File: config.mk
export PLATFORM = sky130hd
export DESIGN_NAME = dsp_ctrl
export DESIGN_NICKNAME = d
export VERILOG_FILES = /design/src/verilog/dsp_ctrl_pkg.sv /design/src/verilog/issue_seq.sv /design/src/verilog/instr_decoder.sv /design/src/verilog/do_loop_ctr.sv /design/src/verilog/dsp_ctrl.sv
export SDC_FILE = /design/constraint.sdc
export NUM_CORES = 1
export LEC_CHECK = 0
export BUFFER_PORTS_ARGS = -buffer_cell sky130_fd_sc_hd__buf_4
export CORE_ASPECT_RATIO = 1.2
export CORE_MARGIN = 10
export CORE_UTILIZATION = 45
export CTS_CLUSTER_SIZE = 10
export DETAILED_ROUTE_END_ITERATION = 8
export GPL_ROUTABILITY_DRIVEN = 0
export HOLD_SLACK_MARGIN = 0.1
export PLACE_DENSITY = 0.68
export SYNTH_ARGS = -nofsm -noshare
export SYNTH_HDL_FRONTEND = slang
export SYNTH_HIERARCHICAL = 1
export SYNTH_SLANG_ARGS = --single-unit
File: constraint.sdc
create_clock -name clk -period 8.5 [get_ports clk]
set_input_delay 1.275 -clock clk [delete_from_list [all_inputs] [get_ports clk]]
set_output_delay 1.275 -clock clk [all_outputs]
set_load 0.1 [all_outputs]
File: src/verilog/dsp_ctrl_pkg.sv
// Types and constants shared by the DSP instruction-decode controller.
// Only the kept instruction groups have T codes here. Every other T code decodes as illegal.
// The control word is about 40 bits and is cleared in every cycle that has no accepted word.
package dsp_ctrl_pkg;

    // Instruction field positions
    localparam int T_MSB  = 15;
    localparam int T_LSB  = 11;
    localparam int NI_MSB = 10;
    localparam int NI_LSB = 7;
    localparam int K_MSB  = 6;
    localparam int K_LSB  = 0;

    localparam int NI_W = NI_MSB - NI_LSB + 1;  // Loop body length
    localparam int K_W  = K_MSB - K_LSB + 1;    // Loop repeat count

    // T field group codes
    localparam logic [4:0] T_GOTO_JA   = 5'b00000;
    localparam logic [4:0] T_CALL_JA   = 5'b10000;
    localparam logic [4:0] T_GOTO_B    = 5'b11000;
    localparam logic [4:0] T_SHORT_IMM = 5'b00010;  // Also 00011, bit 11 is a register bit
    localparam logic [4:0] T_LONG_IMM  = 5'b01010;
    localparam logic [4:0] T_R_FROM_A0 = 5'b01001;
    localparam logic [4:0] T_R_FROM_A1 = 5'b01011;
    localparam logic [4:0] T_R_FROM_Y  = 5'b01111;
    localparam logic [4:0] T_Y_FROM_R  = 5'b01100;
    localparam logic [4:0] T_F1_Y      = 5'b00110;
    localparam logic [4:0] T_F1_AT_Y   = 5'b00111;
    localparam logic [4:0] T_F1_X_Y    = 5'b10110;
    localparam logic [4:0] T_COND      = 5'b11010;
    localparam logic [4:0] T_DO        = 5'b01110;

    // Y pointer increment select
    localparam logic [1:0] INC_DOWN = 2'd0;
    localparam logic [1:0] INC_HOLD = 2'd1;
    localparam logic [1:0] INC_UP   = 2'd2;

    typedef logic [15:0] instr_word_t;

    typedef struct packed {
        logic       post_load;   // Write back the modified pointer
        logic [1:0] inc_sel;
        logic       step_sel;    // Step by j instead of inc_sel
        logic [1:0] y_field;     // Pointer number
    } yaau_ctrl_t;

    typedef struct packed {
        logic goto_ja;
        logic goto_b;
        logic call_ja;
        logic imm_load;
        logic acc_load;
    } xaau_ctrl_t;

    typedef struct packed {
        logic       dec_en;      // F1 operation enable
        logic       imm_load;
        logic       ram_load;
        logic       acc_load;
        logic       rmux_load;
        logic       acc_ram;
        logic       st_a0h;
        logic       st_a1h;
        logic [1:0] a_field;
    } dau_ctrl_t;

    typedef struct packed {
        yaau_ctrl_t yaau;
        xaau_ctrl_t xaau;
        dau_ctrl_t  dau;
        logic       short_load;
        logic       long_load;
        logic       ram_we;
        logic [2:0] r_field;
        logic [2:0] rsel;
        logic [8:0] short_imm;
        logic       is_double;   // The datapath needs a second cycle
    } ctrl_word_t;

    typedef struct packed {
        logic            busy;
        logic            first_pass;  // Last instruction of the first pass
        logic            last_instr;  // Last instruction of the whole loop
        logic [NI_W-1:0] idx;
    } loop_status_t;

endpackage

File: src/verilog/issue_seq.sv
// Input handshake with the two-cycle rule.
// instr_ready drops in the cycle that shows a two-cycle control word or a loop boundary.
// The drop lasts one cycle, so the datapath gets its second cycle.
module issue_seq (
    input  logic clk,
    input  logic rst,
    input  logic instr_valid,
    output logic instr_ready,
    output logic accept,
    input  logic double_now,
    input  logic loop_hold
);

    logic hold_req;
    logic hold_q;    // A hold cycle was just spent

    // Both requests are registered pulses that come with ctrl_valid
    assign hold_req = double_now | loop_hold;

    assign instr_ready = ~(hold_req & ~hold_q);
    assign accept      = instr_valid & instr_ready;

    always_ff @(posedge clk or posedge rst) begin
        if (rst) begin
            hold_q <= 1'b0;
        end else begin
            hold_q <= ~instr_ready;
        end
    end

    // Nothing enters while the datapath finishes a word
    a_no_accept_in_hold: assert property (@(posedge clk) disable iff (rst)
        hold_req |-> !accept)
        else $error("word accepted in the cycle of a hold request");

    // No word is accepted in the hold cycle, so no new request can follow it.
    // A second request here would be lost.
    a_single_hold: assert property (@(posedge clk) disable iff (rst)
        !instr_ready |=> instr_ready && !hold_req)
        else $error("hold lasted longer than one cycle");

endmodule

File: src/verilog/instr_decoder.sv
// Decodes one accepted word into a registered control word one cycle later.
// Branches take effect only when con_result is high, but they always take two cycles.
// The fault flag is sticky and is cleared only by reset.
module instr_decoder
    import dsp_ctrl_pkg::*;
(
    input  logic            clk,
    input  logic            rst,
    input  logic            accept,
    input  instr_word_t     instr,
    input  logic            con_result,
    input  logic            loop_busy,
    output ctrl_word_t      ctrl,
    output logic            ctrl_valid,
    output logic            do_load,
    output logic [NI_W-1:0] do_ni,
    output logic [K_W-1:0]  do_k,
    output logic            fault
);

    logic [4:0]      t_code;
    logic [NI_W-1:0] ni_field;
    yaau_ctrl_t      y_mode;
    ctrl_word_t      ctrl_d;
    logic            illegal;

    assign t_code   = instr[T_MSB:T_LSB];
    assign ni_field = instr[NI_MSB:NI_LSB];

    // The loop counter loads on the same edge that accepts the DO word
    assign do_load = accept && (t_code == T_DO);
    assign do_ni   = ni_field - 1'b1;  // NI of 0 wraps to a 16 word body
    assign do_k    = instr[K_MSB:K_LSB];

    // Pointer post-modify, the same for every Y group
    always_comb begin
        y_mode           = '0;
        y_mode.post_load = 1'b1;
        y_mode.y_field   = instr[3:2];
        case (instr[1:0])
            2'd0:    y_mode.inc_sel  = INC_HOLD;  // *rN
            2'd1:    y_mode.inc_sel  = INC_UP;    // *rN++
            2'd2:    y_mode.inc_sel  = INC_DOWN;  // *rN--
            default: y_mode.step_sel = 1'b1;      // *rN++j
        endcase
    end

    always_comb begin
        ctrl_d  = '0;
        illegal = 1'b0;
        if (accept) begin
            case (t_code)
                T_GOTO_JA: begin
                    ctrl_d.xaau.goto_ja = con_result;
                    ctrl_d.is_double    = 1'b1;
                    illegal             = loop_busy;  // No branching out of a DO body
                end
                T_CALL_JA: begin
                    ctrl_d.xaau.call_ja = con_result;
                    ctrl_d.is_double    = 1'b1;
                    illegal             = loop_busy;
                end
                T_GOTO_B: begin
                    ctrl_d.xaau.goto_b = con_result;
                    ctrl_d.is_double   = 1'b1;
                    illegal            = loop_busy;
                end
                T_SHORT_IMM, T_SHORT_IMM + 5'd1: begin
                    ctrl_d.short_load = 1'b1;
                    ctrl_d.r_field    = instr[11:9] ^ 3'b100;
                    ctrl_d.short_imm  = instr[8:0];
                end
                T_LONG_IMM: begin
                    // Destination group in bits 9:7, the immediate follows
                    ctrl_d.long_load     = instr[9:7] == 3'b000;
                    ctrl_d.xaau.imm_load = instr[9:7] == 3'b001;
                    ctrl_d.dau.imm_load  = instr[9:7] == 3'b010;
                    ctrl_d.r_field       = instr[6:4];
                    ctrl_d.is_double     = 1'b1;
                    illegal              = loop_busy;
                end
                T_R_FROM_A0, T_R_FROM_A1: begin
                    ctrl_d.r_field       = instr[6:4];
                    ctrl_d.dau.a_field   = {1'b1, instr[12]};  // a0 or a1
                    ctrl_d.dau.acc_load  = instr[8:7] == 2'b10;
                    ctrl_d.xaau.acc_load = instr[8:7] == 2'b01;
                    ctrl_d.is_double     = 1'b1;
                end
                T_R_FROM_Y, T_Y_FROM_R: begin
                    ctrl_d.yaau      = y_mode;
                    ctrl_d.rsel      = instr[8:6];
                    ctrl_d.r_field   = instr[6:4];
                    ctrl_d.is_double = 1'b1;
                    if (t_code == T_Y_FROM_R) begin
                        ctrl_d.ram_we        = 1'b1;
                        ctrl_d.dau.rmux_load = 1'b1;  // Register mux drives RAM
                    end else begin
                        ctrl_d.dau.ram_load = instr[9:7] == 3'b010;
                    end
                end
                T_F1_Y, T_F1_AT_Y: begin
                    ctrl_d.dau.dec_en  = 1'b1;
                    ctrl_d.dau.a_field = instr[10:9];
                    ctrl_d.yaau        = y_mode;
                    if (instr[11]) begin
                        // Accumulator high half goes to RAM
                        ctrl_d.dau.st_a1h  = ~instr[10];
                        ctrl_d.dau.st_a0h  = instr[10];
                        ctrl_d.dau.acc_ram = 1'b1;
                    end
                end
                T_F1_X_Y: begin
                    ctrl_d.dau.dec_en   = 1'b1;
                    ctrl_d.dau.ram_load = 1'b1;
                    ctrl_d.r_field      = 3'd0;  // x register
                    ctrl_d.yaau         = y_mode;
                end
                T_COND, T_DO: begin
                    // No datapath strobes, DO goes to the loop counter
                end
                default: illegal = 1'b1;
            endcase
        end
    end

    always_ff @(posedge clk or posedge rst) begin
        if (rst) begin
            ctrl       <= '0;
            ctrl_valid <= 1'b0;
            fault      <= 1'b0;
        end else begin
            ctrl       <= ctrl_d;        // All zero when nothing is accepted
            ctrl_valid <= accept;
            fault      <= fault | illegal;
        end
    end

    // The ROM pointer can follow only one branch per word
    a_one_branch: assert property (@(posedge clk) disable iff (rst)
        $onehot0({ctrl.xaau.goto_ja, ctrl.xaau.goto_b, ctrl.xaau.call_ja}))
        else $error("more than one xaau branch strobe");

endmodule

File: src/verilog/do_loop_ctr.sv
// Hardware DO loop counters, advanced once for each accepted word while busy.
// Status is registered on the accept edge and lines up with the control word.
// A DO with K of 0 does not start a loop. Nested DO is not supported.
module do_loop_ctr
    import dsp_ctrl_pkg::*;
(
    input  logic            clk,
    input  logic            rst,
    input  logic            accept,
    input  logic            do_load,
    input  logic [NI_W-1:0] do_ni,
    input  logic [K_W-1:0]  do_k,
    output loop_status_t    loop,
    output logic            loop_hold
);

    logic [NI_W-1:0] pos;       // Position of the next body word
    logic [NI_W-1:0] ni_max;    // NI minus 1
    logic [K_W-1:0]  k_left;    // Passes still to run, including this one
    logic            in_first;
    logic            wrap;

    assign wrap      = pos == ni_max;
    assign loop_hold = loop.first_pass | loop.last_instr;

    always_ff @(posedge clk or posedge rst) begin
        if (rst) begin
            pos      <= '0;
            ni_max   <= '0;
            k_left   <= '0;
            in_first <= 1'b0;
            loop     <= '0;
        end else begin
            // Boundary markers are one-cycle pulses
            loop.first_pass <= 1'b0;
            loop.last_instr <= 1'b0;
            if (loop.last_instr) begin
                loop.busy <= 1'b0;  // Drops after the final hold cycle
            end

            if (do_load) begin
                ni_max    <= do_ni;
                k_left    <= do_k;
                pos       <= '0;
                in_first  <= 1'b1;
                loop.busy <= do_k != '0;
                loop.idx  <= '0;
            end else if (accept && loop.busy) begin
                loop.idx        <= pos;
                loop.first_pass <= wrap & in_first;
                loop.last_instr <= wrap & (k_left == K_W'(1));
                if (wrap) begin
                    pos      <= '0;
                    in_first <= 1'b0;
                    if (k_left != '0) begin
                        k_left <= k_left - 1'b1;  // Stops at zero
                    end
                end else begin
                    pos <= pos + 1'b1;
                end
            end else if (accept) begin
                loop.idx <= '0;     // Outside any loop
            end
        end
    end

    // A DO inside a running body would overwrite the live counts
    a_no_nested_do: assert property (@(posedge clk) disable iff (rst)
        do_load |-> !loop.busy)
        else $error("DO loaded while a loop is busy");

endmodule

File: src/verilog/dsp_ctrl.sv
// Instruction-decode controller for the 16-bit DSP core.
// The source must keep instr and con_result stable until the word is accepted.
// One control word per accepted instruction. The output side cannot stall.
module dsp_ctrl
    import dsp_ctrl_pkg::*;
(
    input  logic         clk,
    input  logic         rst,
    input  instr_word_t  instr,
    input  logic         con_result,
    input  logic         instr_valid,
    output logic         instr_ready,
    output ctrl_word_t   ctrl,
    output logic         ctrl_valid,
    output loop_status_t loop,
    output logic         fault
);

    logic            accept;
    logic            loop_hold;   // Loop boundary, costs one fetch cycle
    logic            do_load;
    logic [NI_W-1:0] do_ni;
    logic [K_W-1:0]  do_k;

    issue_seq u_issue_seq (
        .clk         (clk),
        .rst         (rst),
        .instr_valid (instr_valid),
        .instr_ready (instr_ready),
        .accept      (accept),
        .double_now  (ctrl.is_double),  // Only high while ctrl_valid
        .loop_hold   (loop_hold)
    );

    instr_decoder u_instr_decoder (
        .clk        (clk),
        .rst        (rst),
        .accept     (accept),
        .instr      (instr),
        .con_result (con_result),
        .loop_busy  (loop.busy),
        .ctrl       (ctrl),
        .ctrl_valid (ctrl_valid),
        .do_load    (do_load),
        .do_ni      (do_ni),
        .do_k       (do_k),
        .fault      (fault)
    );

    do_loop_ctr u_do_loop_ctr (
        .clk       (clk),
        .rst       (rst),
        .accept    (accept),
        .do_load   (do_load),
        .do_ni     (do_ni),
        .do_k      (do_k),
        .loop      (loop),
        .loop_hold (loop_hold)
    );

endmodule

==> results by group <==
Status
  • Status: complete, no violations

Global route
  • First-pass GRT wire length: 11.9 mm
  • Gr usage total: 14.3%
  • Largest net degree at the start of global routing: 42
  • Congestion Overflow GR: 0
  • Vias in the first global route: 2351
  • Initial antenna violation count: 0

Pwr
  • Comb pwr share: 26.0%
  • NetSw: 0.306 mW
  • Clock share of power: 32.1%
  • Pwr Density: 231 nW/um2
  • LEAKAGE: 1.90 nW
  • Sw Ratio: 34.7%
  • Int Pwr: 0.576 mW
  • Flop pwr share: 41.9%
  • Tot Pwr: 0.883 mW
  • IR drop worst, VDD: 0.000164 V

Clocking
  • Clock Tree Root: clkbuf_8
  • CTS tree: built
  • Hold buffers post-CTS: 0
  • CTS sink count: 65
  • Clock Latency Late Sink: 0.35 ns
  • H-Tree Level Count: 3
  • Resized cells post-CTS: 0
  • Cts bufs inserted: 9
  • Post-CTS setup buffers: 0
  • Longest Clk Path Bufs: 2
  • Clk slew on worst S/H paths: 0.07 ns

Detailed routing
  • Post-Route WL: 7.15 mm
  • Met3 WL post-DR: 505 um
  • DRT met1 WL: 2.89 mm
  • DRT antenna net count: 0
  • Initial DRT Pass Iterations: 4
  • Top Layer Used: met4
  • Met2 WL post-DR: 3.57 mm
  • Post-DR wirelength/cell: 16.1 um
  • Via density: 5.17
  • Drc violations: 0
  • Initial DRC count: 89
  • Vias: 2291

Timing
  • RSZ-0062 raised after global routing: false
  • Final worst-path setup slack: 5.55 ns
  • Final period util: 34.7%
  • Min Tclk post-route: 2.95 ns
  • Hold Violations, Final: 0
  • Setup violators final: 0
  • Max Fclk: 339 MHz
  • Slew Limit Fails: 0
  • Worst-Margin Slew: 0.871 ns
  • Hold Worst Slack: 0.467 ns
  • Setup_tns: 0 ns
  • Max-Slew Margin vs Limit: 41.8%
  • Clk_skew: 0.00755 ns

Synthesis
  • Synth cell types: 58
  • Post-synth EDFFs: 0
  • Mapped Avg Cell Area: 10.7 um2
  • Synthesized cell area: 3100 um2
  • Post-synth ARST share: 100%
  • Flops & latches, synth: 65
  • Syn. warnings: 6
  • Syn Inst Count: 290
  • Syn nets: 318
  • Post-synthesis sequential area ratio: 52.4%
  • Ys flop type: dfrtp_1

Placement
  • DP Area: 3620 um2
  • Post-DP HPWL: 5.36 mm
  • Post-Place Worst Slack: 5.17 ns
  • Input/output buffers: 69

Final layout
  • Most frequent cells in the layout: buf_4 (71), dfrtp_1 (65), nor2_1 (18)
  • Antenna cells: 0
  • Area grow syn2layout: 23.4%
  • Fin area: 3830 um2
  • Share of cells above drive strength 1: 28.9%
  • Commonest non-fill, non-tap cell in the layout: buf_4
  • Final net count: 379
  • Fill count: 628

Hold path
  • Hold Crit Start: u_do_loop_ctr/in_first
  • HP Class: register to register
  • Hold depth: 1
  • Hold Path Sink: u_do_loop_ctr/in_first

Floorplanning
  • Initial Util: 45.8%
  • Row count: 33
  • DIE WIDTH: 95.8 um
  • Core area: 6770 um2
  • Top Ports: 70
  • Die H: 111 um
  • Die area: 10600 um2

Worst setup path
  • Worst setup EP type: register
  • Worst Setup Path Type: primary input to register
  • R2r setup slk: 5.64 ns
  • Worst setup SP type: primary input
  • Crit-path max FO: 15
  • Worst R2R End: u_do_loop_ctr/k_left[6]
  • Reg-to-Reg Start: u_do_loop_ctr/loop[4]
  • Critical path required time: 8.77 ns
  • R2R depth: 7
  • WP data arrival: 3.21 ns

Flow run
  • Max Cap Viol: 0
kinds of logic after synthesis:
logic type	share of synthesized area [%]
AO/OA/AOI/OAI	9.40
XOR/XNOR	2.54
adder cells (fa/ha/maj)	3.23
buffers and inverters	5.85
flip-flops	52.4
multiplexers	1.45
AND/OR/NAND/NOR	25.1
worst max-delay path by stage:
stage                          start                 endpoint  cells past startpoint
2_1_floorplan  u_do_loop_ctr/loop[4]  u_do_loop_ctr/k_left[0]                     11
3_3_place_gp             instr_valid  u_do_loop_ctr/k_left[6]                      6
3_5_place_dp             instr_valid  u_do_loop_ctr/k_left[6]                      6
4_1_cts                  instr_valid  u_do_loop_ctr/k_left[6]                      6
5_1_grt                  instr_valid  u_do_loop_ctr/k_left[6]                      6
6_report                 instr_valid  u_do_loop_ctr/k_left[6]                      6
cell type report:
type / count / area [um2] / area share [%]
Sequential cell: 65 / 1630 / 42.5
Multi-Input combinational cell: 189 / 1290 / 33.8
Timing Repair Buffer: 71 / 533 / 13.9
Clock buffer: 10 / 128 / 3.33
Tap cell: 87 / 109 / 2.84
Clock inverter: 6 / 82.6 / 2.16
Inverter: 15 / 56.3 / 1.47
synth_stat cells, types with 3 or more instances:
master | n | area share [%]
or4_1 | 6 | 1.5
and3_1 | 4 | 0.81
xnor2_1 | 4 | 1.1
a21oi_1 | 12 | 1.9
nand2b_1 | 5 | 1.0
and2_1 | 12 | 2.4
nor2_1 | 18 | 2.2
nand4_1 | 3 | 0.61
clkbuf_1 | 5 | 0.61
nand2_1 | 16 | 1.9
nand3_1 | 14 | 2.3
nor2b_1 | 10 | 2.0
mux2_2 | 4 | 1.5
a22o_1 | 3 | 0.85
buf_2 | 7 | 1.1
nor3b_1 | 3 | 0.73
xor2_1 | 5 | 1.4
nor3_1 | 9 | 1.5
a31oi_1 | 4 | 0.81
dfrtp_1 | 65 | 52
inv_1 | 14 | 1.7
nor4_1 | 5 | 1.0
ha_1 | 8 | 3.2
buf_4 | 8 | 1.9
worst max-delay path, stage by stage:
cell     delay, ns
buf_4         0.07
and2_1        0.44
nand2_1       0.31
or4_1         0.53
or4_1         0.41
a31oi_1       0.18
per-layer routing:
metal | GRT usage [%] | vias up
met5 | 0 | -
met4 | 8.08 | 0
met3 | 4.13 | 15
met2 | 22.5 | 62
met1 | 16.8 | 1082
li1 | - | 1132
registers in the layout, summed over array words and instances (netlist names):
register                    flops
u_do_loop_ctr/ni_max            4
u_do_loop_ctr/in_first          1
u_do_loop_ctr/pos               4
u_do_loop_ctr/k_left            7
u_do_loop_ctr/loop              7
u_instr_decoder/fault           1
u_issue_seq/hold_q              1
u_instr_decoder/ctrl           39
u_instr_decoder/ctrl_valid      1
power groups by stage:
stage / Clock [mW] / Sequential, mW / Combinational (mW)
floorplan: 0 / 0.440 / 0.111
global placement: 0 / 0.375 / 0.228
detailed placement: 0 / 0.375 / 0.231
CTS: 0.287 / 0.370 / 0.232
global route: 0.301 / 0.374 / 0.253
finish: 0.283 / 0.370 / 0.230
through the flow:
step	instances	utilization, %
after floorplan	290	-
after global placement	427	53.4
after detailed placement	427	53.4
after CTS	443	56.5
after global routing	443	56.5
final	443	56.5
(Power assumes the default switching activity.)
